==> src/rtl/bt_pkt_pkg.sv <==
package bt_pkt_pkg;

  typedef enum logic [3:0] {
    NULL_PK = 4'h0,
    POLL_PK = 4'h1,
    DM1_PK  = 4'h3,
    DH1_PK  = 4'h4
  } pk_type_e;

  localparam int HDR_BITS = 10;  // lt_addr, type, flow, arqn, seqn
  localparam int HEC_BITS = 8;

  // top term of each generator is implied
  localparam logic [7:0]  HEC_POLY    = 8'hA7;     // x^8+x^7+x^5+x^2+x+1
  localparam logic [15:0] CRC_POLY    = 16'h1021;  // x^16+x^12+x^5+1
  localparam logic [6:0]  WHITEN_POLY = 7'h11;     // x^7+x^4+1

  typedef logic [2:0] lt_addr_t;
  typedef logic [7:0] uap_t;
  typedef logic [9:0] pylen_t;  // bytes

endpackage

==> src/rtl/tx_sequencer.sv <==
`timescale 1ns/1ps

module tx_sequencer (
  input  logic                 clk_6M,
  input  logic                 rstz,
  input  logic                 p_1us,
  input  logic                 tx_start,
  input  bt_pkt_pkg::pk_type_e pk_type,
  input  logic                 whiten_en,
  input  logic [5:0]           whiten_init,
  input  logic                 hdr_bit,
  input  logic                 hdr_last,
  input  logic                 py_bit,
  input  logic                 py_last,
  output logic                 hdr_load,
  output logic                 hdr_shift,
  output logic                 py_start,
  output logic                 py_shift,
  output logic                 txbit,
  output logic                 txbit_strobe,
  output logic                 tx_busy,
  output logic                 tx_done
);

  typedef enum logic [1:0] {ST_IDLE, ST_HEADER, ST_PAYLOAD, ST_DONE} state_e;

  state_e     state;
  logic       has_py;
  logic       wh_on;
  logic [6:0] wreg;  // whitening lfsr
  logic       bit_tick;
  logic       raw_bit;

  assign bit_tick  = p_1us && (state == ST_HEADER || state == ST_PAYLOAD);
  assign hdr_load  = tx_start && (state == ST_IDLE);
  assign py_start  = hdr_load;  // reader prefetches during the header
  assign hdr_shift = p_1us && (state == ST_HEADER);
  assign py_shift  = p_1us && (state == ST_PAYLOAD);
  assign raw_bit   = (state == ST_HEADER) ? hdr_bit : py_bit;
  assign tx_busy   = (state != ST_IDLE);

  always_ff @(posedge clk_6M or negedge rstz)
  begin
    if (!rstz)
    begin
      state        <= ST_IDLE;
      has_py       <= 1'b0;
      wh_on        <= 1'b0;
      txbit_strobe <= 1'b0;
      tx_done      <= 1'b0;
    end
    else
    begin
      txbit_strobe <= bit_tick;
      tx_done      <= (state == ST_DONE);
      case (state)
        ST_IDLE:
          if (tx_start)
          begin
            state  <= ST_HEADER;
            has_py <= (pk_type != bt_pkt_pkg::NULL_PK) && (pk_type != bt_pkt_pkg::POLL_PK);
            wh_on  <= whiten_en;
          end
        ST_HEADER:
          if (p_1us && hdr_last)
            state <= has_py ? ST_PAYLOAD : ST_DONE;
        ST_PAYLOAD:
          if (p_1us && py_last)
            state <= ST_DONE;
        default:
          state <= ST_IDLE;  // last strobe is out this cycle
      endcase
    end
  end

  always_ff @(posedge clk_6M)
  begin
    if (hdr_load)
      wreg <= {1'b1, whiten_init};
    else if (bit_tick)
      wreg <= {wreg[5:0], 1'b0} ^ (wreg[6] ? bt_pkt_pkg::WHITEN_POLY : 7'h00);
    if (bit_tick)
      txbit <= raw_bit ^ (wh_on & wreg[6]);
  end

endmodule

==> config.mk <==
export PLATFORM = sky130hd
export DESIGN_NAME = tx_sequencer
export DESIGN_NICKNAME = d
export VERILOG_FILES = /design/src/rtl/bt_pkt_pkg.sv /design/src/rtl/tx_sequencer.sv
export SDC_FILE = /design/constraint.sdc
export NUM_CORES = 1
export LEC_CHECK = 0
export BUFFER_PORTS_ARGS = -buffer_cell sky130_fd_sc_hd__buf_4
export CAP_MARGIN = 20
export CORE_MARGIN = 2
export CORE_UTILIZATION = 46
export CTS_CLUSTER_SIZE = 12
export DETAILED_ROUTE_END_ITERATION = 8
export GPL_TIMING_DRIVEN = 0
export PLACE_DENSITY = 0.82
export SLEW_MARGIN = 20
export SYNTH_ARGS = -nofsm -noshare
export SYNTH_HDL_FRONTEND = slang
export SYNTH_SLANG_ARGS = --single-unit
==> constraint.sdc <==
create_clock -name clk_6M -period 1.8 [get_ports clk_6M]
set_input_delay 0.27 -clock clk_6M [delete_from_list [all_inputs] [get_ports clk_6M]]
set_output_delay 0.27 -clock clk_6M [all_outputs]
set_load 0.03 [all_outputs]
======== Yosys cells after proc, flatten, opt, wreduce, memory -nomap -nowiden ========
Index checks and enable logic that the tools add are counted.
cells by class
  eq/ne operators ......................... 7
  multiplexer cells ....................... 9
  bitwise logic cells ..................... 3
  reduce and logical (&&, ||, !) cells .... 14
operator list
  kind                number
  $mux 6              2
  $logic_and 1x1->1   7
  $xor 7x5->7         1
  $mux 2              3
  $pmux 2 s3          1
  $mux 5              1
  $eq 2x2->1 const B  2
  $ne 2x1->1 const B  2
  $ne 4x1->1 const B  1
  $reduce_bool 2->1   2
  $reduce_bool 4->1   1
  $reduce_and 3->1    1
  $eq 2x1->1 const B  1
  $logic_not 2->1     1
  $mux 1              2
  $ne 2x2->1 const B  1
  $reduce_and 2->1    1
  $and 1x1->1         1
  $logic_or 1x1->1    1
  $xor 1x1->1         1
storage, ports and cells
  flip-flop bits (word level) ............. 14
  input bits .............................. 19
  output and inout bits ................... 8
  logic and storage cells ................. 41

======== Depth between registers and ports, before layout ========
  word-level depth ........................ 5
  gate-level depth with buffers ........... 6

======== Least setup slack after synthesis ========
Ideal clock, no wire load.
  path type ............................... register to output
  start point ............................. reg state[0]
  end point ............................... out py_start
  arrival ................................. 1398 ps
  required time ........................... 1530 ps
  setup slack ............................. 132 ps
  stages on the path, launching flop included .. 7
  path through ............................ dfrtp_1 -> inv_1 -> ha_1 -> nand2_1 -> buf_2 -> inv_1 -> buf_4
on the way
  cells in the longest elaborated chain, start to end .. 2
RTL lines
  element                 RTL line            text
  start, declared         tx_sequencer.sv:27  state_e state;
  start signal, assigned  tx_sequencer.sv:66  state <= has_py ? ST_PAYLOAD : ST_DONE;
  $logic_not 2->1         tx_sequencer.sv:35  assign hdr_load = tx_start && (state == ST_IDLE);
  $logic_and 1x1->1       tx_sequencer.sv:35
  end, declared           tx_sequencer.sv:17  output logic py_start,
Every way passes these cells.

======== Worst setup path after layout ========
Same ends and word-level chain as after synthesis.

==> run metrics <==
number of max-capacitance violations reported=0; clk sinks=14; vias after detailed routing=around 540; summed instance area of the synthesized netlist=694 µm²; flip-flop and latch count after synthesis=14; critical path required time=1.53 ns; Yosys warnings=0; worst setup slack after placement=-0.0108 ns; non-filler cells, final=around 110; achievable frequency=about 580 MHz; net count after synthesis=a little over 80; mux cell area share after synthesis=0.144; CTS H-tree lvls=1; Netlist cell types=20; final count of hold timing violations=0; Top-Level Pins=27; weighted congestion reported at the end of routability-driven placement=0.713; number of remaining DRC errors=0; number of DRC violations after detailed-routing iteration 0=7; number of buffers created by CTS=3; Routed WL=1.34 mm; antenna fix cells=0; CTS tree=done; cell count after synthesis=between 50 and 60; fraction of the mapped netlist area in compound gates=0.0360; Critical Path Fanout Max=10; number of port buffers=25; adder-cell area share of the yosys netlist=0.0901; sequential element share of the synthesized area=0.548; total cell area at the placement stage=~900 µm²; Power Density=1770 nW/µm²; effective utilization at floorplan=0.478; Mean Syn Cell Area=about 12 µm²; maximum count of clock buffers along a single path=2; worst ir drop on vdd=slightly below 0.0009 V; outcome=completed; layout net count=116; grt ovf=0; Leak=around 0.48 nW; Setup Viol. Count Final=0; clock-pin transition on the worst setup and hold timing paths=about 0.090 ns; area grow syn2layout=41.4%; antenna violations before repair=0; type of the worst min-delay path=in -> reg; Antenna Violating Nets Remaining=0; fraction of layout cells with a size suffix above 1=0.516; Synth area leader=edfxtp_1; via count of the first global-routing pass=540; xor/xnor cell area share of the yosys netlist=0.0252; main area contributors after synthesis=edfxtp_1, dfrtp_1, mux2_2; number of max-slew violations in the final report=0; Setup CP Type=reg -> out; Power Total=between 1.5 and 2 mW; arrival time at the worst endpoint=about 1.5 ns; final period utilization=0.957; min Tclk post-route=1.72 ns; wire length per cell=12.5 µm; transition time of the tightest slew-check pin=a little over 0.4 ns; fraction of post-synthesis cell area in the top cell type by area=0.303; router iterations before antenna repair=4; clock insertion delay at the later pin of the skew report=approximately 0.27 ns; crit path launch type=flip-flop; root buffer cell=clkbuf_4; sum of net half-perimeters after detailed placement=~1.0 mm; die span in y=42.9 µm; pin count of the biggest net entering global routing=11; setup TNS=0 ns; standard cell core area=~1500 µm²; final setup margin=0.0768 ns; # rows=14; worst rel slew slack=0.724; worst clock skew=about 0.0064 ns; first-pass GRT wire length=roughly 2.3 mm; area of all placed cells without fillers=~1000 µm²; unrepaired setup endpoints after global routing=false; crit end category=output port; Total GRT Usage=0.168; combinational family with the most area after synthesis=multiplexers; area fraction in and, or, nand and nor cells after synthesis=0.106; via/cell ratio=slightly above 5; Post-Place Cells=between 90 and 100; die width=around 43 µm; die area=approximately 1800 µm²
-- cells in the final DEF, fill, tap and decap left out, types with 2 or more instances in the layout --
master	instances
dfrtp_1	6
mux2_2	8
and2_2	2
ha_1	4
edfxtp_1	7
clkbuf_4	3
buf_4	29
inv_1	4
inv_2	2
a21oi_1	2
nand2_1	7
nand3_1	2
nor2_1	2
-- metal layers --
layer	up-vias	routed length, µm	track usage
met5	-	0	0
met4	0	36	0.0938
met3	4	69	0.0213
met2	20	700	0.303
met1	256	530	0.188
li1	262	-	-
-- layout make-up --
type	instances	area, µm²
fillers	117	472
flip-flops and latches	14	380
multi-input cells	36	294
repair buffers	29	220
clock buffers	3	22.5
inverters	6	22.5
well taps	16	20.0
plain buffers	2	18.8
clock inverters	1	3.75
-- final timing paths --
check,slack [ns],cells past startpoint,end,start
setup / recovery,0.08,7,py_start,state[0]$_DFFE_PN0P_
hold / removal,0.22,2,wh_on$_DFFE_PN0P_,whiten_en
setup reg to reg,0.09,4,state[0]$_DFFE_PN0P_,state[0]$_DFFE_PN0P_
hold reg to reg,0.50,2,has_py$_DFFE_PN0P_,has_py$_DFFE_PN0P_
max in group asynchronous,1.35,2,tx_done$_DFF_PN0_,rstz
min in group asynchronous,0.33,2,wh_on$_DFFE_PN0P_,rstz
-- worst max-delay path, stage by stage (launching register included) --
cell and delay [ns]:
dfrtp_1 0.39, inv_2 0.07, ha_4 0.17, nand2_2 0.08, buf_6 0.14, inv_1 0.06, buf_4 0.12, buf_4 0.15
-- cell usage after synthesis --
master and count:
a21oi_1 2, a222oi_1 1, and2_2 2, buf_2 1, buf_4 1, dfrtp_1 6
dfxtp_1 1, edfxtp_1 7, ha_1 5, inv_1 6, mux2_2 8, mux2i_1 1
nand2_1 8, nand2b_1 1, nand3_1 2, nor2_1 2, nor3_1 1, o21ai_0 1
xnor2_1 1, xor2_1 1
-- stage by stage --
step | hold WS (ns) | utilization
final | 0.220 | 0.676
after global routing | 0.217 | 0.676
after CTS | 0.221 | 0.669
after detailed placement | 0.0841 | 0.620
after global placement | 0.0821 | 0.620
after floorplan | -0.0256 | -
-- logic make-up after synthesis --
group / count (synthesis)
buffers and inverters: 8
AND/OR/NAND/NOR: 16
multiplexers: 9
XOR/XNOR: 2
AO/OA/AOI/OAI: 4
flip-flops: 14
adder cells (fa/ha/maj): 5
-- sequential cells by signal (all words and copies together) (netlist names) --
name	cells
wreg	7
state	2
txbit	1
tx_done	1
wh_on	1
has_py	1
txbit_strobe	1
-- where the power goes --
group / total [mW] / internal (mW) / switching (mW)
clock network: 0.180 / 0.0802 / 0.0999
registers: 0.637 / 0.559 / 0.0777
logic: 0.920 / 0.448 / 0.472
-- timing repair --
item                                   4_1_cts  5_1_grt
endpoints found under the hold margin        6        0
gates resized for setup                      4        3
hold buffers                                 1        0
setup buffers                                3        0
pin swaps                                    1        0
setup endpoints to repair                    3        1
(Power assumes the default switching activity.)
