[src/rtl/bt_pkt_pkg.sv]
package bt_pkt_pkg;

  typedef enum logic [3:0] {
    NULL_PK = 4'h0,
    POLL_PK = 4'h1,
    DM1_PK  = 4'h3,
    DH1_PK  = 4'h4
  } pk_type_e;

  localparam int HDR_BITS = 10;  // lt_addr, type, flow, arqn, seqn
  localparam int HEC_BITS = 8;

  // top term of each generator is implied
  localparam logic [7:0]  HEC_POLY    = 8'hA7;     // x^8+x^7+x^5+x^2+x+1
  localparam logic [15:0] CRC_POLY    = 16'h1021;  // x^16+x^12+x^5+1
  localparam logic [6:0]  WHITEN_POLY = 7'h11;     // x^7+x^4+1

  typedef logic [2:0] lt_addr_t;
  typedef logic [7:0] uap_t;
  typedef logic [9:0] pylen_t;  // bytes

endpackage

[src/rtl/header_encoder.sv]
`timescale 1ns/1ps

module header_encoder (
  input  logic                 clk_6M,
  input  logic                 rstz,
  input  logic                 load,
  input  logic                 shift,
  input  bt_pkt_pkg::lt_addr_t lt_addr,
  input  bt_pkt_pkg::pk_type_e pk_type,
  input  logic                 flow,
  input  logic                 arqn,
  input  logic                 seqn,
  input  bt_pkt_pkg::uap_t     uap,
  output logic                 hdr_bit,
  output logic                 hdr_last
);

  localparam int TOTAL = bt_pkt_pkg::HDR_BITS + bt_pkt_pkg::HEC_BITS;

  logic [bt_pkt_pkg::HDR_BITS-1:0] hdr_sr;
  logic [bt_pkt_pkg::HEC_BITS-1:0] hec;
  logic [4:0]                      cnt;
  logic                            in_hdr;

  function automatic logic [7:0] hec_step(input logic [7:0] r, input logic d);
    logic fb;
    fb = d ^ r[7];
    return {r[6:0], 1'b0} ^ (fb ? bt_pkt_pkg::HEC_POLY : 8'h00);
  endfunction

  assign in_hdr   = (cnt < 5'(bt_pkt_pkg::HDR_BITS));
  assign hdr_bit  = in_hdr ? hdr_sr[0] : hec[bt_pkt_pkg::HEC_BITS-1];  // hec msb first
  assign hdr_last = (cnt == 5'(TOTAL - 1));

  always_ff @(posedge clk_6M or negedge rstz)
  begin
    if (!rstz)
      cnt <= 5'(TOTAL);  // parked, nothing to send
    else if (load)
      cnt <= 5'd0;
    else if (shift && cnt != 5'(TOTAL))
      cnt <= cnt + 5'd1;
  end

  // hec lfsr runs over the header bits as they leave, then shifts itself out
  always_ff @(posedge clk_6M)
  begin
    if (load)
    begin
      hdr_sr <= {seqn, arqn, flow, pk_type, lt_addr};
      hec    <= uap;
    end
    else if (shift)
    begin
      hdr_sr <= hdr_sr >> 1;
      if (in_hdr)
        hec <= hec_step(hec, hdr_sr[0]);
      else
        hec <= hec << 1;
    end
  end

endmodule

[config.mk]
export PLATFORM = sky130hd
export DESIGN_NAME = header_encoder
export DESIGN_NICKNAME = d
export VERILOG_FILES = /design/src/rtl/bt_pkt_pkg.sv /design/src/rtl/header_encoder.sv
export SDC_FILE = /design/constraint.sdc
export NUM_CORES = 1
export LEC_CHECK = 0
export BUFFER_PORTS_ARGS = -buffer_cell sky130_fd_sc_hd__buf_2
export CELL_PAD_IN_SITES_DETAIL_PLACEMENT = 1
export CELL_PAD_IN_SITES_GLOBAL_PLACEMENT = 1
export CORE_ASPECT_RATIO = 0.8
export CORE_MARGIN = 2
export CORE_UTILIZATION = 42
export CTS_CLUSTER_SIZE = 24
export DETAILED_ROUTE_END_ITERATION = 8
export GPL_ROUTABILITY_DRIVEN = 0
export GPL_TIMING_DRIVEN = 0
export PLACE_DENSITY_LB_ADDON = 0.12
export REMOVE_ABC_BUFFERS = 1
export SLEW_MARGIN = 25
export SYNTH_ARGS = -nofsm -noshare
export SYNTH_HDL_FRONTEND = slang
export SYNTH_SLANG_ARGS = --single-unit
[constraint.sdc]
create_clock -name clk_6M -period 1.95 [get_ports clk_6M]
set_input_delay 0.2925 -clock clk_6M [delete_from_list [all_inputs] [get_ports clk_6M]]
set_output_delay 0.2925 -clock clk_6M [all_outputs]
set_load 0.02 [all_outputs]
* Word level (Yosys, flattened, before mapping)
Cells that the tools add are included.
** Word-level totals
- Register bits :: 23
- Bits in latches :: 0
- Memory bits (writable) :: 0
- Bits in read-only memories :: 0
- Output and inout bits :: 2
- Logic and storage cells :: 21
- Memories kept :: 0
** Operators by class
- Add/subtract/negate cells :: 1
- $mul :: 0
- Div/mod/pow operators :: 0
- $lt $le $gt $ge :: 1
- Equality and inequality tests :: 2
- Shifts and indexed selects :: 0
- Muxes and demuxes :: 9
- Bitwise logic cells :: 2
- Reductions and logical operators :: 3
** Operator list (number)
- 8-bit two-way mux :: 4
- 10-bit two-way mux :: 2
- 5-bit two-way mux :: 2
- 8-bit bitwise XOR :: 1
- 5-bit by 1-bit adder with 5-bit output (second input constant) :: 1
- 5-bit == test (second input constant) :: 1
- 5-bit by 4-bit less-than comparator with 1-bit output (second input constant) :: 1
- 5-bit inequality test (second input constant) :: 1
- 2-bit nonzero test :: 2
- 1-bit logical AND :: 1
- 1-bit two-way mux :: 1
- 1-bit bitwise XOR :: 1

* Depth between registers and ports, before layout
Gate-level depths: netlist of run 1.
- Depth in word-level cells :: 6
- Mapped depth :: 5

* Least setup slack after synthesis of run 1
No wires, ideal clock.
- Path type :: input to register
- Start :: in load
- End :: reg hdr_sr[0] (netlist name), enable pin
- Library setup time :: 0.375 ns
- Arrival time :: 1.161 ns
- Slack :: 0.415 ns
- Stages on the path :: 3
- Buffers on the path :: 1
- Cells stage by stage :: buf_2 > clkinv_1 > nand2_1
** On the way
- Word-level cells in the longest chain between the ends :: 1
** Ends and longest elaborated chain
- start: declaration :: RTL line header_encoder.sv:6 : input logic load,
- 2-bit nonzero test (no source line)
- end signal: assignment :: RTL line header_encoder.sv:50 : hdr_sr <= {seqn, arqn, flow, pk_type, lt_addr};
- end signal: assignment :: RTL line header_encoder.sv:55 : hdr_sr <= hdr_sr >> 1;
- end: declaration :: RTL line header_encoder.sv:20 : logic [bt_pkt_pkg::HDR_BITS-1:0] hdr_sr;
No other way between the ends.
A chain may end at the register's enable or synchronous reset.

* Worst setup path in the final report of run 1
- Start :: reg cnt[1]
- End :: out hdr_bit
** On the way
- Word-level cells in the longest chain between the ends :: 2
** Ends and longest elaborated chain
- start: declaration :: RTL line header_encoder.sv:22 : logic [4:0] cnt;
- start signal: assignment :: RTL line header_encoder.sv:38 : cnt <= 5'(TOTAL);
- start signal: assignment :: RTL line header_encoder.sv:42 : cnt <= cnt + 5'd1;
- 5-bit by 4-bit less-than comparator with 1-bit output :: RTL line header_encoder.sv:31 : assign in_hdr = (cnt < 5'(bt_pkt_pkg::HDR_BITS));
- 1-bit two-way mux :: RTL line header_encoder.sv:32 : assign hdr_bit = in_hdr ? hdr_sr[0] : hec[bt_pkt_pkg::HEC_BITS-1];
- end: declaration :: RTL line header_encoder.sv:14 : output logic hdr_bit,
No other way between the ends.

==> metrics.txt, run 1 <==
Primary FF master, synth=edfxtp_1; worst hold path type=in2reg; n_diodes=0; 1st-iter DRT viols=18; clk buf depth=2; Seq/Total Area, Yosys=57.67%; final non-filler cell total=between 150 and 200; Relative slew margins=48.72%; flop-to-flop setup slack=300 ps; port bufs=23; largest cells by area after synthesis=edfxtp_1, mux2_2, dfrtp_1; Worst setup EP type=primary output; Syn Std Cell Area=1159 um2; clk_lat worst skew=300 ps; Die Wd=62.72 um; switch share=about a quarter; DIE AREA=3197 um2; post-route ant nets=0; # IOs=24; Syn-to-layout area delta=16.95%; worst reg-to-reg path cell count=3; top cell type's share of synthesized area=between 40 and 50%; CP endpoint=hdr_bit; final hold violation count=0; Synth Area per Inst=13.02 um2; worst slew pin tran=763.7 ps; setup violators final=0; Final #Nets=140; post-route minimum period=~1900 ps; final-report max-slew violation count=0; worst clock skew=approximately 7.7 ps; Crit. Startpoint=cnt[1]; critical path class=reg2out; final wirelength=2.195 mm; clock-pin slew on the worst setup and hold paths=about 120 ps; critical path peak fanout=10; placed inst area=between 1000 and 1500 um2; synth warn=0; Max Cap Viol=0; Pre-Repair DR Iteration Count=4; #FFs+latches synth=23; FP Rows=17; CTS root buf=clkbuf_4; fraction of layout cells with a size suffix above 1=a little over two fifths; pwr dens=roughly 700 nW/um2; Via Count=around 790; design area=1355 um2; clock network fraction of design power=between 20% and 30%; DP Cell Count=between 100 and 150; vias per inst=~5.2; initial antenna violation count=0; r2r endpoint=hec[2]; RSZ-0062 raised after global routing=true; gr usage total=16.01%; CTS tree=yes; combinational cell fraction of total power=between 10% and 20%; Post-synth EDFFs=18; VDD IR-drop max=~0.00033 V; sequential share of power=between 60% and 70%; largest net degree at the start of global routing=21; Placement Setup Slack=-190.9 ps; Leakage Power=0.5406 nW; Layout Utilization=around 50%; synthesized instance count=89; Sw Pwr=227.8 uW; ys async rst share=between 20 and 25%; post-DP HPWL=about 1.5 mm; Setup crit start kind=flip-flop; status=finished clean; setup ws final=about 64 ps; crit path DAT=between 1500 and 2000 ps; final worst path period share=96.71%; GR Overflow Total=0; die extent in y=between 50 and 60 um; H-tree depth=1; post-synth cell types=28; core area=around 2700 um2; reg2reg start=hec[7]; Fmax=between 0.5 and 0.6 GHz; first-pass GRT wire length=3.836 mm; CP Data Required Time=roughly 1700 ps; vias in the first global route=just under 800; CTS buffer count=3; DRC=0; post-synth top area cell=edfxtp_1; setup total negative slack=0 ps; drt wl/cell=roughly 14 um; Initial Util=a little over two fifths; Power Internal=between 700 and 800 uW; Clock Sink Count=23
[per-stage QoR]
step / power (mW) / hold WS [ps]
4_1_cts: 0.9877 / 248.7
6_report: 0.9730 / 257.1
2_1_floorplan: 0.7093 / -3.091
3_5_place_dp: 0.7695 / 123.5
5_1_grt: 1.028 / 260.5
3_3_place_gp: 0.7581 / 117.1
[what timing repair did]
action,in CTS,in global routing
hold buffers,1,0
gates cloned,0,0
setup endpoints to repair,1,19
buffers inserted,0,1
gates resized for setup,3,2
hold endpoints to repair,5,0
[worst max-delay path: stages, from the launching register on]
cell and delay [ps]:
dfstp_2 610, o21a_4 210, nor2_2 50, mux2_2 270
buf_2 160
[layout make-up]
| type | count | area (um2) |
|---|---|---|
| multi-input cells | 57 | 460.4 |
| flip-flops and latches | 23 | 669.4 |
| repair buffers | 25 | 132.6 |
| well taps | 38 | 47.55 |
| inverters | 5 | 18.77 |
| fillers | 321 | 1346 |
| clock buffers | 4 | 26.28 |
[power by group through the flow]
stage	combinational, mW	sequential, mW	clock [mW]
6_report	0.146	0.615	0.212
5_1_grt	0.165	0.622	0.240
4_1_cts	0.146	0.616	0.226
3_5_place_dp	0.144	0.626	0
3_3_place_gp	0.137	0.621	0
2_1_floorplan	0.0925	0.617	0
[worst min path at each step]
stage	end	slack, ps	start	cells past startpoint
2_1_floorplan	cnt[0]	-3	rstz	0
3_3_place_gp	cnt[0]	120	rstz	1
3_5_place_dp	cnt[0]	120	rstz	1
4_1_cts	hec[0]	250	uap[0]	3
5_1_grt	hec[0]	260	uap[0]	3
6_report	hec[0]	260	uap[0]	3
[flip-flops by register name (all words and copies together), names as in the netlist]
signal and flops:
hec 8, hdr_sr 10, cnt 5
[per-layer routing]
metal	vias up	part of all wire [%]	GRT usage [%]
li1	387	-	-
met1	382	45	21.99
met2	18	50	25.63
met3	2	4.2	3.084
met4	0	0.59	5.556
met5	-	0	0
[logic make-up after synthesis]
| family | share of synthesized area [%] |
|---|---|
| flip-flops | 57.67 |
| AND/OR/NAND/NOR | 10.80 |
| AO/OA/AOI/OAI | 9.719 |
| multiplexers | 12.63 |
| buffers and inverters | 3.670 |
| XOR/XNOR | 2.268 |
| adder cells (fa/ha/maj) | 3.240 |
[cell usage in the layout (no fill, tap or decap), types with 2 or more instances in the layout]
| cell type | instances |
|---|---|
| a21oi_1 | 2 |
| a31oi_1 | 4 |
| and4bb_2 | 2 |
| buf_2 | 23 |
| clkbuf_4 | 3 |
| dfrtp_1 | 2 |
| dfstp_2 | 2 |
| edfxtp_1 | 18 |
| ha_1 | 3 |
| inv_1 | 4 |
| mux2_2 | 13 |
| nand2_1 | 4 |
| nand4_1 | 2 |
| nor2_1 | 6 |
| o21ai_0 | 2 |
| o31ai_1 | 4 |
| or4_1 | 4 |
| xnor2_1 | 2 |
[Yosys cell counts (2+ instances only)]
library cell / count
edfxtp_1: 18
or4_1: 4
dfstp_2: 2
o31ai_1: 4
a31oi_1: 4
nor2_1: 7
o21ai_0: 2
ha_1: 3
nand4_1: 2
xnor2_1: 2
inv_1: 4
dfrtp_1: 3
a21oi_1: 2
mux2_2: 13
nand2_1: 5
and4bb_2: 2
(Power assumes the default switching activity.)
==> inputs of run 2 (changes only) <==
- CORE_ASPECT_RATIO: 0.8 -> not set
==> run 2 against run 1 <==
Effect of this change: core utilization grew 0.14 points; die area is essentially flat; critical path depth is the same; largest power group unchanged; setup slack gained 4.8 ps.
==> metrics.txt, run 2 (same netlist as run 1, synthesis figures left out) <==
Pre-Repair DR Iteration Count=4 (unchanged); 1st-iter DRT viols=9 (was 18); FF+latch area=668.1 um2 (was 669.4 um2); Initial Util=43.13% (was 42.89%); design area=1351 um2 (was 1355 um2); status=finished clean (unchanged); final hold violation count=0 (unchanged); placed inst area=1289 um2 (was 1297 um2); vias in the first global route=812 (was 796); die extent in y=56.52 um (was 50.98 um); CTS tree=yes (unchanged); max incr delay on CP=590 ps (was 610 ps); DP Cell Count=139 (was 146); H-tree depth=1 (unchanged); Fmax=0.5316 GHz (was 0.5303 GHz); Clock Sink Count=23 (unchanged); setup violators final=0 (unchanged); final worst path period share=96.47% (was 96.71%); Die Wd=56.52 um (was 62.72 um); first-pass GRT wire length=3.608 mm (was 3.836 mm); Via Count=790 (was 789); Worst setup EP type=primary output (unchanged); critical path class=reg2out (unchanged); VDD IR-drop max=0.0005347 V (was 0.0003267 V); clock-pin slew on the worst setup and hold paths=130 ps (was 120 ps); crit path DAT=1590 ps (about the same); number of fillers in the final layout=293 (was 321); gr usage total=14.85% (was 16.01%); DRC=0 (unchanged); FP Rows=19 (was 17); post-DP HPWL=1.455 mm (was 1.498 mm); Reg with most FFs=hdr_sr (unchanged); final non-filler cell total=146 (was 152); crit path cell chain=o21a_4, nor2_2, mux2_2, buf_2 (unchanged); largest net degree at the start of global routing=21 (unchanged); DIE AREA=3195 um2 (was 3197 um2); worst reg-to-reg path cell count=3 (unchanged); commonest non-fill, non-tap cell in the layout=buf_2 (unchanged); fraction of layout cells with a size suffix above 1=42.61% (was 42.98%); RSZ-0062 raised after global routing=false (was true); CP Data Required Time=1660 ps (about the same); post-route ant nets=0 (unchanged); Setup crit start kind=flip-flop (unchanged); Leakage Power=0.5498 nW (was 0.5406 nW); clk buf depth=2 (unchanged); worst slew pin tran=799.8 ps (was 763.7 ps); commonest non-fill, non-tap cells in the layout=buf_2, edfxtp_1, mux2_2 (unchanged); Crit-path slowest cell=dfstp_2 (unchanged); max FFs per register=10 (unchanged); pwr dens=730.7 nW/um2 (was 718.1 nW/um2); final-report max-slew violation count=0 (unchanged); Final #Nets=141 (was 140); core area=2686 um2 (was 2701 um2); Max Cap Viol=0 (unchanged); multi-input logic area=457.9 um2 (was 460.4 um2); port bufs=23 (unchanged); post-route minimum period=1881 ps (was 1886 ps); drt wl/cell=14.51 um (was 14.44 um); CTS buffer count=3 (unchanged); Syn-to-layout area delta=16.63% (was 16.95%); worst hold path type=in2reg (unchanged); Relative slew margins=46.55% (was 48.72%); hold path depth=3 (unchanged); worst clock skew=3.044 ps (was 7.666 ps); CTS root buf=clkbuf_4 (unchanged); critical path peak fanout=10 (unchanged); vias per inst=5.411 (was 5.191); GR Overflow Total=0 (unchanged); final wirelength=2.118 mm (was 2.195 mm); initial antenna violation count=0 (unchanged); n_diodes=0 (unchanged); clk_lat worst skew=320 ps (was 300 ps); # IOs=24 (unchanged); Top Registers=hdr_sr: 10 flops, hec: 8 flops, cnt: 5 flops (unchanged)
run 2: cell type report:
type                    count  share of cell area [%]
multi-input cells          57                   33.89
flip-flops and latches     23                   49.44
well taps                  31                   2.870
repair buffers             26                   10.37
clock buffers               3                   1.667
inverters                   5                   1.389
clock inverters             1                  0.3704
run 2: final timing paths:
kind,startpoint,endpoint,slack [ps]
min,uap[0],hec[0],240
max in group asynchronous,rstz,cnt[4],1450
min in group asynchronous,rstz,cnt[0],290
max,cnt[1],hdr_bit,70
max reg2reg,hdr_sr[0],hec[2],340
min reg2reg,hdr_sr[8],hdr_sr[7],570
run 2: per-layer routing:
metal  GRT usage [%]  vias up  share of wire, %
met5               0        -                 0
met4           8.163        0               2.4
met3           2.304        5               5.9
met2           23.09       19                47
met1           19.76      376                45
li1                -      390                 -
run 2: metrics by stage:
step / setup WS [ps] / TNS (ps) / total power, mW / hold slack, ps / utilization (%)
floorplan: 480.5 / 0 / 0.7093 / -3.091 / -
global placement: -180.0 / -3230 / 0.7594 / 113.4 / 47.97
detailed placement: -189.4 / -3396 / 0.7658 / 112.7 / 47.97
CTS: 29.75 / 0 / 0.9964 / 228.8 / 50.02
global route: 1.773 / 0 / 1.040 / 250.9 / 50.30
finish: 68.89 / 0 / 0.9874 / 245.0 / 50.30
run 2: repair_timing:
item / in CTS / in global routing
hold endpoints to repair: 5 / 0
setup buffers: 1 / 1
endpoints found under the setup margin: 1 / 1
resized for setup: 3 / 0
hold buffers: 1 / 0
run 2: where the power goes:
| group | internal (mW) | total [mW] | switching [mW] |
|---|---|---|---|
| clock | 0.0769 | 0.229 | 0.152 |
| combinational | 0.0750 | 0.146 | 0.0705 |
| sequential | 0.592 | 0.613 | 0.0206 |
| total | 0.744 | 0.987 | 0.243 |
run 2: worst max-delay path: cells and delay by family (launching register included):
family / cells / cell delay (ps)
AND/OR/NAND/NOR: 1 / 50
multiplexers: 1 / 270
flip-flops: 1 / 590
buffers and inverters: 1 / 160
AO/OA/AOI/OAI: 1 / 200
