==> src/rtl/bt_buf_pkg.sv <==
package bt_buf_pkg;

  localparam int WORD_W = 32;
  localparam int ADDR_W = 8;

  typedef logic [WORD_W-1:0] buf_word_t;
  typedef logic [ADDR_W-1:0] buf_addr_t;

  // owner of the buffer port
  typedef enum logic {
    CL_HOST    = 1'b0,
    CL_PAYLOAD = 1'b1
  } client_e;

endpackage

==> src/rtl/bt_pkt_pkg.sv <==
package bt_pkt_pkg;

  typedef enum logic [3:0] {
    NULL_PK = 4'h0,
    POLL_PK = 4'h1,
    DM1_PK  = 4'h3,
    DH1_PK  = 4'h4
  } pk_type_e;

  localparam int HDR_BITS = 10;  // lt_addr, type, flow, arqn, seqn
  localparam int HEC_BITS = 8;

  // top term of each generator is implied
  localparam logic [7:0]  HEC_POLY    = 8'hA7;     // x^8+x^7+x^5+x^2+x+1
  localparam logic [15:0] CRC_POLY    = 16'h1021;  // x^16+x^12+x^5+1
  localparam logic [6:0]  WHITEN_POLY = 7'h11;     // x^7+x^4+1

  typedef logic [2:0] lt_addr_t;
  typedef logic [7:0] uap_t;
  typedef logic [9:0] pylen_t;  // bytes

endpackage

==> src/rtl/buf_bus_if.sv <==
`timescale 1ns/1ps

interface buf_bus_if;

  logic                  req;
  logic                  ack;
  logic                  we;
  bt_buf_pkg::buf_addr_t addr;
  bt_buf_pkg::buf_word_t wdata;
  bt_buf_pkg::buf_word_t rdata;  // valid while ack high

  modport client (
    output req, we, addr, wdata,
    input  ack, rdata
  );

  modport buffer (
    input  req, we, addr, wdata,
    output ack, rdata
  );

endinterface

==> src/rtl/payload_reader.sv <==
`timescale 1ns/1ps

module payload_reader (
  input  logic               clk_6M,
  input  logic               rstz,
  input  logic               start,
  input  logic               shift,
  input  bt_pkt_pkg::pylen_t pylen,
  input  bt_pkt_pkg::uap_t   uap,
  buf_bus_if.client          bus,
  output logic               py_bit,
  output logic               py_last
);

  logic [13:0]           bcnt;   // position in data + crc
  logic [13:0]           nbits;  // data bits of this packet
  logic [15:0]           crc;
  bt_buf_pkg::buf_word_t cur_word;
  bt_buf_pkg::buf_word_t nxt_word;
  logic                  nxt_valid;
  logic                  in_data;
  logic                  word_first;
  logic                  fetch_more;
  logic                  data_bit;

  function automatic logic [15:0] crc_step(input logic [15:0] r, input logic d);
    logic fb;
    fb = d ^ r[15];
    return {r[14:0], 1'b0} ^ (fb ? bt_pkt_pkg::CRC_POLY : 16'h0000);
  endfunction

  assign in_data    = (bcnt < nbits);
  assign word_first = (bcnt[4:0] == 5'd0);
  assign fetch_more = (bcnt + 14'd32 < nbits);
  assign data_bit   = word_first ? nxt_word[0] : cur_word[0];
  assign py_bit     = in_data ? data_bit : crc[15];
  assign py_last    = (bcnt == nbits + 14'd15);

  assign bus.we    = 1'b0;  // read only client
  assign bus.wdata = '0;

  always_ff @(posedge clk_6M or negedge rstz)
  begin
    if (!rstz)
    begin
      bcnt      <= '0;
      nbits     <= '0;
      bus.req   <= 1'b0;
      bus.addr  <= '0;
      nxt_valid <= 1'b0;
    end
    else if (start)
    begin
      bcnt      <= '0;
      nbits     <= {1'b0, pylen, 3'b000};
      bus.req   <= 1'b1;  // word 0 prefetch
      bus.addr  <= '0;
      nxt_valid <= 1'b0;
    end
    else
    begin
      if (bus.req && bus.ack)
      begin
        bus.req   <= 1'b0;
        nxt_valid <= 1'b1;
      end
      else if (shift && in_data && word_first)
      begin
        nxt_valid <= 1'b0;  // consumed into cur_word
        if (fetch_more)
        begin
          bus.req  <= 1'b1;
          bus.addr <= bus.addr + 1'b1;
        end
      end
      if (shift)
        bcnt <= bcnt + 14'd1;
    end
  end

  always_ff @(posedge clk_6M)
  begin
    if (bus.req && bus.ack)
      nxt_word <= bus.rdata;
    if (shift && in_data)
      cur_word <= word_first ? (nxt_word >> 1) : (cur_word >> 1);
    if (start)
      crc <= {8'h00, uap};
    else if (shift)
    begin
      if (in_data)
        crc <= crc_step(crc, data_bit);
      else
        crc <= crc << 1;
    end
  end

  // arbiter latency must stay inside one word time
  assert property (@(posedge clk_6M) disable iff (!rstz)
    (shift && in_data && word_first) |-> nxt_valid)
    else $error("payload underrun at bit %0d", bcnt);

endmodule

==> src/flat_wrapper.sv <==
// flat-port wrapper written by rule: the top's interface ports become plain ports
module payload_reader_flat 
  (clk_6M, rstz, start, shift, pylen, uap, py_bit, py_last, bus_req, bus_we, bus_addr, bus_wdata, bus_ack, bus_rdata);
  buf_bus_if bus_i ();
  input  logic clk_6M;
  input  logic rstz;
  input  logic start;
  input  logic shift;
  input  bt_pkt_pkg::pylen_t pylen;
  input  bt_pkt_pkg::uap_t uap;
  output logic py_bit;
  output logic py_last;
  output wire logic [$bits(bus_i.req)-1:0] bus_req;
  output wire logic [$bits(bus_i.we)-1:0] bus_we;
  output wire logic [$bits(bus_i.addr)-1:0] bus_addr;
  output wire logic [$bits(bus_i.wdata)-1:0] bus_wdata;
  input wire logic [$bits(bus_i.ack)-1:0] bus_ack;
  input wire logic [$bits(bus_i.rdata)-1:0] bus_rdata;
  assign bus_req = bus_i.req;
  assign bus_we = bus_i.we;
  assign bus_addr = bus_i.addr;
  assign bus_wdata = bus_i.wdata;
  assign bus_i.ack = bus_ack;
  assign bus_i.rdata = bus_rdata;
  payload_reader u_core (.clk_6M(clk_6M), .rstz(rstz), .start(start), .shift(shift), .pylen(pylen), .uap(uap), .bus(bus_i), .py_bit(py_bit), .py_last(py_last));
endmodule
==> config.mk <==
export PLATFORM = sky130hd
export DESIGN_NAME = payload_reader_flat
export DESIGN_NICKNAME = d
export VERILOG_FILES = /design/src/rtl/bt_buf_pkg.sv /design/src/rtl/bt_pkt_pkg.sv /design/src/rtl/buf_bus_if.sv /design/src/rtl/payload_reader.sv /design/src/flat_wrapper.sv
export SDC_FILE = /design/constraint.sdc
export NUM_CORES = 1
export LEC_CHECK = 0
export BUFFER_PORTS_ARGS = -buffer_cell sky130_fd_sc_hd__buf_2
export CAP_MARGIN = 10
export CORE_MARGIN = 2
export CORE_UTILIZATION = 56
export DETAILED_ROUTE_END_ITERATION = 10
export PLACE_DENSITY = 0.91
export SYNTH_ARGS = -nofsm -noshare
export SYNTH_HDL_FRONTEND = slang
export SYNTH_SLANG_ARGS = --single-unit
==> constraint.sdc <==
create_clock -name clk_6M -period 3.09 [get_ports clk_6M]
set_input_delay 0.618 -clock clk_6M [delete_from_list [all_inputs] [get_ports clk_6M]]
set_output_delay 0.618 -clock clk_6M [all_outputs]
set_load 0.01 [all_outputs]
* After elaboration in Yosys (flattened, before gate mapping)
Index checks and enable logic that the tools add are counted.
** Operators by class
- Mux-type cells :: 17
- Equality and inequality tests :: 2
- Reduce and logical (&&, ||, !) cells :: 11
- Bitwise gates (word level) :: 2
- Add/sub/neg operators :: 4
- $lt $le $gt $ge :: 2
** Operators with widths (count)
- 2-to-1 mux 8 bit :: 6
- 2-to-1 mux 31 bit :: 1
- < comparator 14 x 13 -> 1 bit :: 2
- 2-to-1 mux 14 bit :: 2
- 2-to-1 mux 16 bit :: 1
- bitwise XOR 16 x 13 -> 16 bit :: 1
- adder 13 x 4 -> 14 bit, second input constant :: 1
- adder 14 x 1 -> 14 bit, second input constant :: 1
- adder 14 x 6 -> 14 bit, second input constant :: 1
- equality test 14 bit :: 1
- 2-to-1 mux 13 bit :: 1
- adder 8 x 1 -> 8 bit, second input constant :: 1
- 2-to-1 mux 1 bit :: 6
- nonzero test 2 bit :: 3
- nonzero test 3 bit :: 2
- logical NOT 5 bit :: 1
- logical AND 1 bit :: 3
- AND reduction 3 bit :: 1
- inequality test 2 bit, second input constant :: 1
- AND reduction 2 bit :: 1
- bitwise XOR 1 bit :: 1
** Storage, ports and cells
- Bits in registers :: 113
- Output and inout port bits :: 44
- Input bits :: 55
- Word-level logic and storage cells :: 46

* Longest topological paths before layout
Gate-level depths: netlist of the first run.
- Depth after elaboration :: 8
- Depth in mapped cells :: 12
- Depth with buffers taken out :: 11

* Least setup slack after synthesis of the first run
Ideal clock, no wire load.
- Path kind :: reg-to-output
- From :: register u_core.bcnt[5]
- To :: output py_bit
- Path slack :: 0.426 ns
- Data arrival time :: 2.046 ns
- Path buffers :: 0
- Cell stages (with the launch flop) :: 8
- Data required time :: 2.472 ns
- Cells stage by stage :: dfrtp_1 inv_1 ha_1 or3b_2 a311oi_1 o2111a_1 nor2_1 a21oi_1
** Between the ends
- Cells in the longest elaborated chain, start to end :: 2
** Ends and longest elaborated chain
- from (decl) :: RTL line payload_reader.sv:15 : logic [13:0] bcnt;
- from (signal assigned) :: RTL line payload_reader.sv:77 : bcnt <= bcnt + 14'd1;
- < comparator 14 x 13 -> 1 bit :: RTL line payload_reader.sv:32 : assign in_data = (bcnt < nbits);
- 2-to-1 mux 1 bit :: RTL line payload_reader.sv:36 : assign py_bit = in_data ? data_bit : crc[15];
- to (decl) :: RTL line flat_wrapper.sv:11 : output logic py_bit;
No other way between the ends.

* Final worst setup path of the first run
Same ends and word-level chain as after synthesis.

==> run metrics, run 1 <==
Cell Chain, Critical Path=inv_1, ha_4, or3b_4, a311oi_4, o2111a_2, nor2_4, nor2_2, a21oi_2, buf_4; die width=103 µm; die area=10700 µm²; I/O Pins=99; Power Density=488 nW/µm²; Synth area leader=edfxtp_1; xor/xnor share of the synthesized area=5.55%; CTS tree=built; Via density=5.33; Finish-stage setup viols=0; main combinational cell family by area after synthesis=simple AND/OR/NAND/NOR gates; top post-synthesis cells by area=edfxtp_1 39%, dfrtp_1 15%, mux2_2 8.2%, ha_1 5.2%, buf_4 4.5%; core area=9680 µm²; DR WL/cell=15.1 µm; top-area cell type share of the netlist area=38.6%; Starting Density=57.0%; post-synthesis mux area share=10.1%; CP Launch Type=register; clk_lat worst skew=390 ps; WP data arrival=2400 ps; Post-Route Skew=16.8 ps; die height=103 µm; Crit. End Element=output pin; fin crit share=97.8%; drt first pass iters=4; Pwr Total=0.00307 W; Worst path max stage delay=420 ps; Compound-Gate Fraction of Synth Area=5.12%; setup TNS=0 ps; Final Max Slew Viols=0; deepest clock path buffer count=2; Final ANT Viol Nets=0; hold-fix buffer count after cts=0; Synth Flop Type=edfxtp_1; crit path buf inv count=2; Synth Instances=449; vias in the first global route=3529; Avg Inst Size Synth=12.3 µm²; critical path data required time=2470 ps; Final Hold Fails=0; synthesized area=5520 µm²; Peak Freq=331 MHz; Crit Path Category=reg2out; actual slew at the worst max-slew pin=757 ps; Post-DP HPWL=6810 µm; DRC=0; status=finished, final reports clean; dpl cell area=5870 µm²; # rows=36; Root Driver=clkbuf_8; Port Buf Inserts=65; post-synthesis async set-or-reset flop share=29.5%; total CTS buffers=9; clock slew at reported path FFs=120 ps; DR vias=3549; Final GP Congestion=0.872; Iteration-0 DRC Markers=176; RSZ-0062 raised after global routing=true; initial antenna violation count=0; Maximum Capacitance Violations=0; slowest CP cell=dfrtp_2; worst rel slew slack=49.5%; largest net degree at the start of global routing=41; Synth warnings=0; drt total wl=10100 µm; global-route wire length before repair=16000 µm; sequential cell area fraction in the yosys report=56.4%; FF+latch count, synth=112; post-synthesis simple-gate area fraction=10.6%; H-tree depth=3; CP top delay family=compound AO/OA/AOI/OAI gates; Synth cell types=47; VDD IR max=0.000525 V; Total GRT Usage=19.6%; grt ovf=0; Final Cell Area=6290 µm²; HP Class=in2async; Layout Nets=606; ratio of cells with drive above 1 in the final layout=30.6%; leak pwr=2.75 nW; Sink Count=112; P&R area growth vs syn=13.8%; ant diodes=0; Post-synth EDFFs=71; Tmin final=3020 ps; Crit Path Max Fanout=4; synthesized-area fraction occupied by adder cells=5.21%
worst paths after layout:
path | from | to | slack (ps) | cells past startpoint
max | u_core.bcnt[5] | py_bit | 70 | 9
min | rstz | u_core.bus.req | 280 | 1
max reg2reg | u_core.bcnt[5] | u_core.crc[5] | 130 | 15
min reg2reg | u_core.crc[12] | u_core.crc[12] | 500 | 2
max in group asynchronous | rstz | u_core.nbits[11] | 2280 | 1
min in group clk_6M | bus_rdata[0] | u_core.nxt_word[0] | 390 | 1
placed cells by master (no fill, tap or decap), drive strengths merged, types with 3 or more instances in the layout:
cell type,instances
xnor2,16
a21o,3
nor2,33
edfxtp,71
nand4,7
nand3,11
and3,13
xor2,19
nand2,26
clkinv,5
and2,3
dfrtp,33
mux2i,11
o21ai,17
dfxtp,8
or3,4
mux2,40
clkbuf,9
conb,33
nor3,3
a21oi,12
nor2b,3
ha,23
inv,21
buf,85
flip-flops by register name (all words and copies together) (netlist names):
register / flops
u_core.nxt_word: 32
u_core.cur_word: 31
u_core.crc: 16
u_core.bcnt: 14
u_core.nbits: 10
u_core.bus.addr: 8
u_core.bus.req: 1
through the flow:
| step | utilization [%] | hold WS, ps | std cells | setup slack, ps |
|---|---|---|---|---|
| floorplan | - | 322 | 481 | 426 |
| global placement | 60.6 | 468 | 636 | 228 |
| detailed placement | 60.6 | 485 | 636 | 164 |
| CTS | 64.2 | 288 | 664 | 36.1 |
| global route | 64.9 | 338 | 666 | -27.2 |
| finish | 64.9 | 281 | 666 | 69.0 |
power by group:
part / internal, W / total [W] / switching, W / leakage (nW)
Sequential: 0.00173 / 0.00178 / 0.0000476 / 1.19
Combinational: 0.000187 / 0.000403 / 0.000216 / 1.46
Clock: 0.000330 / 0.000888 / 0.000558 / 0.105
kinds of logic (layout without fill, tap and decap cells):
kind of cell / after synthesis / in the layout
XOR/XNOR: 35 / 35
other: 1 / 33
multiplexers: 51 / 51
buffers and inverters: 68 / 120
AO/OA/AOI/OAI: 45 / 45
flip-flops: 112 / 112
adder cells (fa/ha/maj): 23 / 23
AND/OR/NAND/NOR: 114 / 114
Yosys cell counts (2+ instances only):
cell	instances
and2_1	3
clkbuf_1	12
edfxtp_1	71
dfrtp_1	33
nor2b_1	3
o211ai_1	2
dfxtp_1	8
nor3_1	3
or3_1	4
nand2b_1	2
nand3_1	11
ha_1	23
a21oi_1	12
mux2i_1	11
nand4_1	7
buf_4	33
a211o_1	2
xnor2_1	16
and3_1	13
a21o_1	3
inv_1	19
xor2_1	19
nand2_1	26
mux2_2	40
buf_1	3
nor2_1	33
o21ai_0	17
per-layer routing:
layer  up-vias  part of all wire [%]  GRT usage [%]
li1       1692                     -              -
met1      1717                    41           23.6
met2       124                    51           33.4
met3        16                   6.9           6.45
met4         0                   1.3           6.68
met5         -                     0              0
worst reg2reg max path: cells and delay by family, from the launching register on:
kind,cells,cell delay (ps)
DFF,1,420
buffers and inverters,8,800
xor gates and xnor gates,1,170
adders and majority gates,1,210
AOI/OAI and AO/OA,3,520
and+or+nand+nor,2,610
cell type report:
class / instances / area, µm²
fill: 727 / 3400
sequential: 112 / 3120
multi-input combinational: 301 / 2230
timing repair buffer: 85 / 482
tap: 133 / 166
clock buffer: 9 / 124
clock inverter: 7 / 91.3
inverter: 19 / 71.3
timing repair:
item / 4_1_cts / 5_1_grt
setup buffers: 12 / 2
endpoints found under the setup margin: 2 / 36
pin swaps: 5 / 8
cloned: 0 / 0
gates resized for setup: 10 / 15
Power figures use the tool's default switching activity.
==> run 2: changes to the inputs <==
--- a/config.mk
+++ b/config.mk
@@ -7,10 +7,10 @@
 export LEC_CHECK = 0
 export BUFFER_PORTS_ARGS = -buffer_cell sky130_fd_sc_hd__buf_2
 export CAP_MARGIN = 10
-export CORE_MARGIN = 2
 export CORE_UTILIZATION = 56
+export CTS_CLUSTER_SIZE = 14
 export DETAILED_ROUTE_END_ITERATION = 10
-export PLACE_DENSITY = 0.91
+export PLACE_DENSITY = 0.9
 export SYNTH_ARGS = -nofsm -noshare
 export SYNTH_HDL_FRONTEND = slang
 export SYNTH_SLANG_ARGS = --single-unit
==> run metrics, run 2 (synthesized netlist as in run 1, its figures left out) <==
P&R area growth vs syn=13.7% (was 13.8%); Largest regs=u_core.nxt_word: 32 flops, u_core.cur_word: 31 flops, u_core.crc: 16 flops (unchanged); core area=9420 µm² (was 9680 µm²); max reg flops=32 (unchanged); Tmin final=3070 ps (was 3020 ps); Worst path max stage delay=410 ps (was 420 ps); initial antenna violation count=0 (unchanged); ant diodes=0 (unchanged); Final GP Congestion=0.832 (was 0.872); total CTS buffers=9 (unchanged); Layout Nets=604 (was 606); Core Util, Final=66.7% (was 64.9%); ratio of cells with drive above 1 in the final layout=30.3% (was 30.6%); Sink Count=112 (unchanged); leak pwr=2.75 nW (about the same); Final Hold Fails=0 (unchanged); largest net degree at the start of global routing=40 (was 41); Root Driver=clkbuf_8 (unchanged); commonest non-fill, non-tap cells in the layout=71 x edfxtp_1, 64 x buf_2, 40 x mux2_2 (unchanged); actual slew at the worst max-slew pin=742 ps (was 757 ps); crit path buf inv count=2 (unchanged); drt first pass iters=4 (unchanged); Final Max Slew Viols=0 (unchanged); DR WL/cell=15.0 µm (was 15.1 µm); Crit. End Element=output pin (unchanged); drt total wl=9920 µm (was 10100 µm); Port Buf Inserts=65 (unchanged); fin crit share=99.3% (was 97.8%); Crit Path Category=reg2out (unchanged); deepest clock path buffer count=2 (unchanged); die width=101 µm (was 103 µm); slowest CP cell=dfrtp_1 (was dfrtp_2); Clock power frac=28.9% (about the same); grt ovf=0 (unchanged); # rows=35 (was 36); DR vias=3496 (was 3549); Finish-stage setup viols=0 (unchanged); I/O Pins=99 (unchanged); Pint=0.00226 W (was 0.00225 W); Place WS=121 ps (was 164 ps); CP top delay family=compound AO/OA/AOI/OAI gates (unchanged); Maximum Capacitance Violations=0 (unchanged); Combinational Power Share=13.5% (was 13.1%); Post-DP HPWL=6480 µm (was 6810 µm); Peak Freq=326 MHz (was 331 MHz); Reg with most FFs=u_core.nxt_word (unchanged); Final WS setup=20.5 ps (was 69.0 ps); RSZ-0062 raised after global routing=true (unchanged); status=finished, final reports clean (unchanged); die height=101 µm (was 103 µm); Cell Chain, Critical Path=inv_2, ha_4, or3b_4, a311oi_4, o2111a_2, nor2_4, nor2_2, a21oi_2, buf_4 (was inv_1, ha_4, or3b_4, a311oi_4, o2111a_2, nor2_4, nor2_2, a21oi_2, buf_4); Total GRT Usage=20.3% (was 19.6%); VDD IR max=0.000488 V (was 0.000525 V); switching power total=0.000827 W (was 0.000821 W); DRC=0 (unchanged); Layout fillers=679 (was 727); switching part of the total=26.8% (about the same); Final ANT Viol Nets=0 (unchanged); Crit Path Max Fanout=3 (was 4); vias in the first global route=3319 (was 3529); most common cell after layout, fill and taps aside=edfxtp_1 (unchanged); Post-Route Skew=20.7 ps (was 16.8 ps); die area=10300 µm² (was 10700 µm²); hold-fix buffer count after cts=0 (unchanged); Iteration-0 DRC Markers=129 (was 176); Reg power frac=57.6% (was 57.9%); Power Density=491 nW/µm² (was 488 nW/µm²); Starting Density=58.7% (was 57.0%); clock slew at reported path FFs=130 ps (was 120 ps); clk_lat worst skew=390 ps (about the same); critical path data required time=2470 ps (about the same); CTS tree=built (unchanged); WP data arrival=2450 ps (was 2400 ps); Via density=5.30 (was 5.33); global-route wire length before repair=15800 µm (was 16000 µm); HP Class=in2async (unchanged); H-tree depth=3 (unchanged); worst rel slew slack=50.5% (was 49.5%); CP Launch Type=register (unchanged)
-- run 2: final cells by class --
| class | instances | area [µm²] | area share, % |
|---|---|---|---|
| Clock buffer | 9 | 124 | 1.97 |
| Clock inverter | 7 | 91.3 | 1.45 |
| Inverter | 19 | 71.3 | 1.14 |
| Multi-Input combinational cell | 301 | 2250 | 35.8 |
| Sequential cell | 112 | 3120 | 49.7 |
| Tap cell | 129 | 161 | 2.57 |
| Timing Repair Buffer | 83 | 467 | 7.43 |
-- run 2: power groups by stage --
stage,registers [W],clock network [W],logic (W)
floorplan,0.00180,0,0.000302
global placement,0.00180,0,0.000365
detailed placement,0.00181,0,0.000380
CTS,0.00178,0.000920,0.000391
global route,0.00179,0.000974,0.000463
finish,0.00178,0.000889,0.000416
-- run 2: path summary, 6_finish.rpt --
| check | startpoint | to | slack [ps] | cells past startpoint |
|---|---|---|---|---|
| max | u_core.nbits[4] | py_bit | 20 | 9 |
| min | rstz | u_core.bus.addr[1] | 280 | 1 |
| max reg2reg | u_core.bcnt[5] | u_core.bus.addr[3] | 180 | 11 |
| min reg2reg | u_core.crc[12] | u_core.crc[13] | 500 | 2 |
| max in group asynchronous | rstz | u_core.nbits[7] | 2290 | 1 |
| min in group clk_6M | bus_rdata[19] | u_core.nxt_word[19] | 400 | 1 |
-- run 2: stage by stage --
step           setup TNS, ps  hold WS (ps)  total power [W]  cell area, µm²  std cells
6_report                   0           282          0.00308            6280        660
5_1_grt                 -285           322          0.00323            6280        660
4_1_cts                    0           292          0.00309            6150        652
3_5_place_dp               0           482          0.00219            5870        633
3_3_place_gp               0           466          0.00217            5870        633
2_1_floorplan              0           322          0.00210            5640        481
-- run 2: repair_timing --
action | CTS | global route
buffers inserted | 3 | 8
pin swaps | 2 | 9
gates resized for setup | 7 | 19
setup endpoints to repair | 2 | 7
-- run 2: per-layer routing --
| layer | up-vias | share of wire (%) | global-route usage, % |
|---|---|---|---|
| li1 | 1682 | - | - |
| met1 | 1689 | 44 | 26.4 |
| met2 | 105 | 49 | 32.9 |
| met3 | 20 | 4.8 | 5.94 |
| met4 | 0 | 2.0 | 6.80 |
| met5 | - | 0 | 0 |
==> run 3: changes to the inputs <==
--- a/config.mk
+++ b/config.mk
@@ -10,7 +10,7 @@
 export CORE_UTILIZATION = 56
 export CTS_CLUSTER_SIZE = 14
 export DETAILED_ROUTE_END_ITERATION = 10
-export PLACE_DENSITY = 0.9
+export PLACE_DENSITY = 0.86
 export SYNTH_ARGS = -nofsm -noshare
 export SYNTH_HDL_FRONTEND = slang
 export SYNTH_SLANG_ARGS = --single-unit
==> run metrics, run 3 (synthesized netlist as in run 1, its figures left out) <==
ant diodes=0 (unchanged); Core Util, Final=66.3% (was 66.7%); # rows=35 (unchanged); global-route wire length before repair=16000 µm (was 15800 µm); reg2reg setup slack=220 ps (was 180 ps); Crit. End Element=output pin (unchanged); Crit Path Category=reg2out (unchanged); initial antenna violation count=0 (unchanged); DR WL/cell=15.4 µm (was 15.0 µm); Tmin final=3040 ps (was 3070 ps); total CTS buffers=9 (unchanged); CP Launch Type=register (unchanged); VDD IR max=0.000339 V (was 0.000488 V); largest net degree at the start of global routing=47 (was 40); most common cell after layout, fill and taps aside=edfxtp_1 (unchanged); clock slew at reported path FFs=110 ps (was 130 ps); Layout Nets=603 (was 604); commonest non-fill, non-tap cells in the layout=71 x edfxtp_1, 65 x buf_2, 40 x mux2_2 (was 71 x edfxtp_1, 64 x buf_2, 40 x mux2_2); WP data arrival=2430 ps (was 2450 ps); Iteration-0 DRC Markers=173 (was 129); deepest clock path buffer count=2 (unchanged); DRC=0 (unchanged); actual slew at the worst max-slew pin=822 ps (was 742 ps); Port Buf Inserts=65 (unchanged); P&R area growth vs syn=13.0% (was 13.7%); Final Max Slew Viols=0 (unchanged); Final WS setup=46.9 ps (was 20.5 ps); fin crit share=98.5% (was 99.3%); critical path data required time=2470 ps (about the same); I/O Pins=99 (unchanged); placed cell count=631 (was 633); drt total wl=10100 µm (was 9920 µm); Final GP Congestion=0.881 (was 0.832); Post-DP HPWL=6840 µm (was 6480 µm); clk_lat worst skew=380 ps (was 390 ps); max reg flops=32 (unchanged); Power Density=484 nW/µm² (was 491 nW/µm²); Post-Route Skew=10.3 ps (was 20.7 ps); worst rel slew slack=45.2% (was 50.5%); grt ovf=0 (unchanged); status=finished, final reports clean (unchanged); non-filler cells, final=659 (was 660); die area=10300 µm² (unchanged); setup TNS=0 ps (unchanged); Final Cell Area=6240 µm² (was 6280 µm²); Sink Count=112 (unchanged); HP Class=in2async (unchanged); Maximum Capacitance Violations=0 (unchanged); core area=9420 µm² (unchanged); leak pwr=2.72 nW (was 2.75 nW); slowest CP cell=dfrtp_2 (was dfrtp_1); Cell Chain, Critical Path=buf_6, ha_4, or3b_4, a311oi_2, o2111a_2, nor2_4, nor2_1, a21oi_1, buf_2 (was inv_2, ha_4, or3b_4, a311oi_4, o2111a_2, nor2_4, nor2_2, a21oi_2, buf_4); Worst path max stage delay=460 ps (was 410 ps); Crit Path Max Fanout=4 (was 3); Total GRT Usage=20.7% (was 20.3%); Finish-stage setup viols=0 (unchanged); Starting Density=58.7% (unchanged); Final ANT Viol Nets=0 (unchanged); dpl cell area=5860 µm² (was 5870 µm²); Via density=5.35 (was 5.30); Final Hold Fails=0 (unchanged); die height=101 µm (unchanged); DR vias=3525 (was 3496); die width=101 µm (unchanged); Largest regs=u_core.nxt_word: 32 flops, u_core.cur_word: 31 flops, u_core.crc: 16 flops (unchanged); Root Driver=clkbuf_8 (unchanged); hold-fix buffer count after cts=0 (unchanged); Reg with most FFs=u_core.nxt_word (unchanged); ratio of cells with drive above 1 in the final layout=30.6% (was 30.3%); H-tree depth=3 (unchanged); vias in the first global route=3440 (was 3319); Peak Freq=329 MHz (was 326 MHz); drt first pass iters=4 (unchanged); Place WS=34.1 ps (was 121 ps); CTS tree=built (unchanged)
-- run 3: what timing repair did --
item	in CTS	in global routing
setup endpoints to repair	4	7
gates resized for setup	8	20
setup buffers	5	7
pin swaps	2	13
-- run 3: critical path: cells and delay by family, from the launching register on --
family                   cells  cell delay [ps]
flip-flops                   1              460
adder cells (fa/ha/maj)      1              150
AND/OR/NAND/NOR              3              510
buffers and inverters        2              290
AO/OA/AOI/OAI                3              630
-- run 3: worst paths after layout --
kind / startpoint / end / cells after the start
min reg2reg: u_core.crc[9] / u_core.crc[9] / 2
min: rstz / u_core.bcnt[0] / 1
max: u_core.nbits[3] / py_bit / 9
max in group asynchronous: rstz / u_core.bcnt[5] / 1
max reg2reg: u_core.bcnt[5] / u_core.bus.addr[6] / 13
min in group clk_6M: bus_rdata[17] / u_core.nxt_word[17] / 1
-- run 3: layout make-up --
cell class | count | area, µm²
clock buffer | 9 | 124
clock inverter | 7 | 63.8
fill | 695 | 3170
inverter | 19 | 71.3
multi-input combinational | 301 | 2240
sequential | 112 | 3120
tap | 129 | 161
timing repair buffer | 82 | 457
-- run 3: power breakdown --
part | switching (W) | internal, W
combinational | 0.000215 | 0.000190
sequential | 0.0000479 | 0.00173
clock | 0.000531 | 0.000309
-- run 3: metal layers --
layer / global-route usage, % / share of wire [%]
met1: 24.9 / 41
met2: 36.3 / 53
met3: 4.69 / 4.4
met4: 8.25 / 1.7
met5: 0 / 0
-- run 3: metrics by stage --
step	hold WS, ps	total power, W
after floorplan	322	0.00210
after global placement	468	0.00217
after detailed placement	484	0.00219
after CTS	318	0.00302
after global routing	349	0.00314
final	292	0.00302
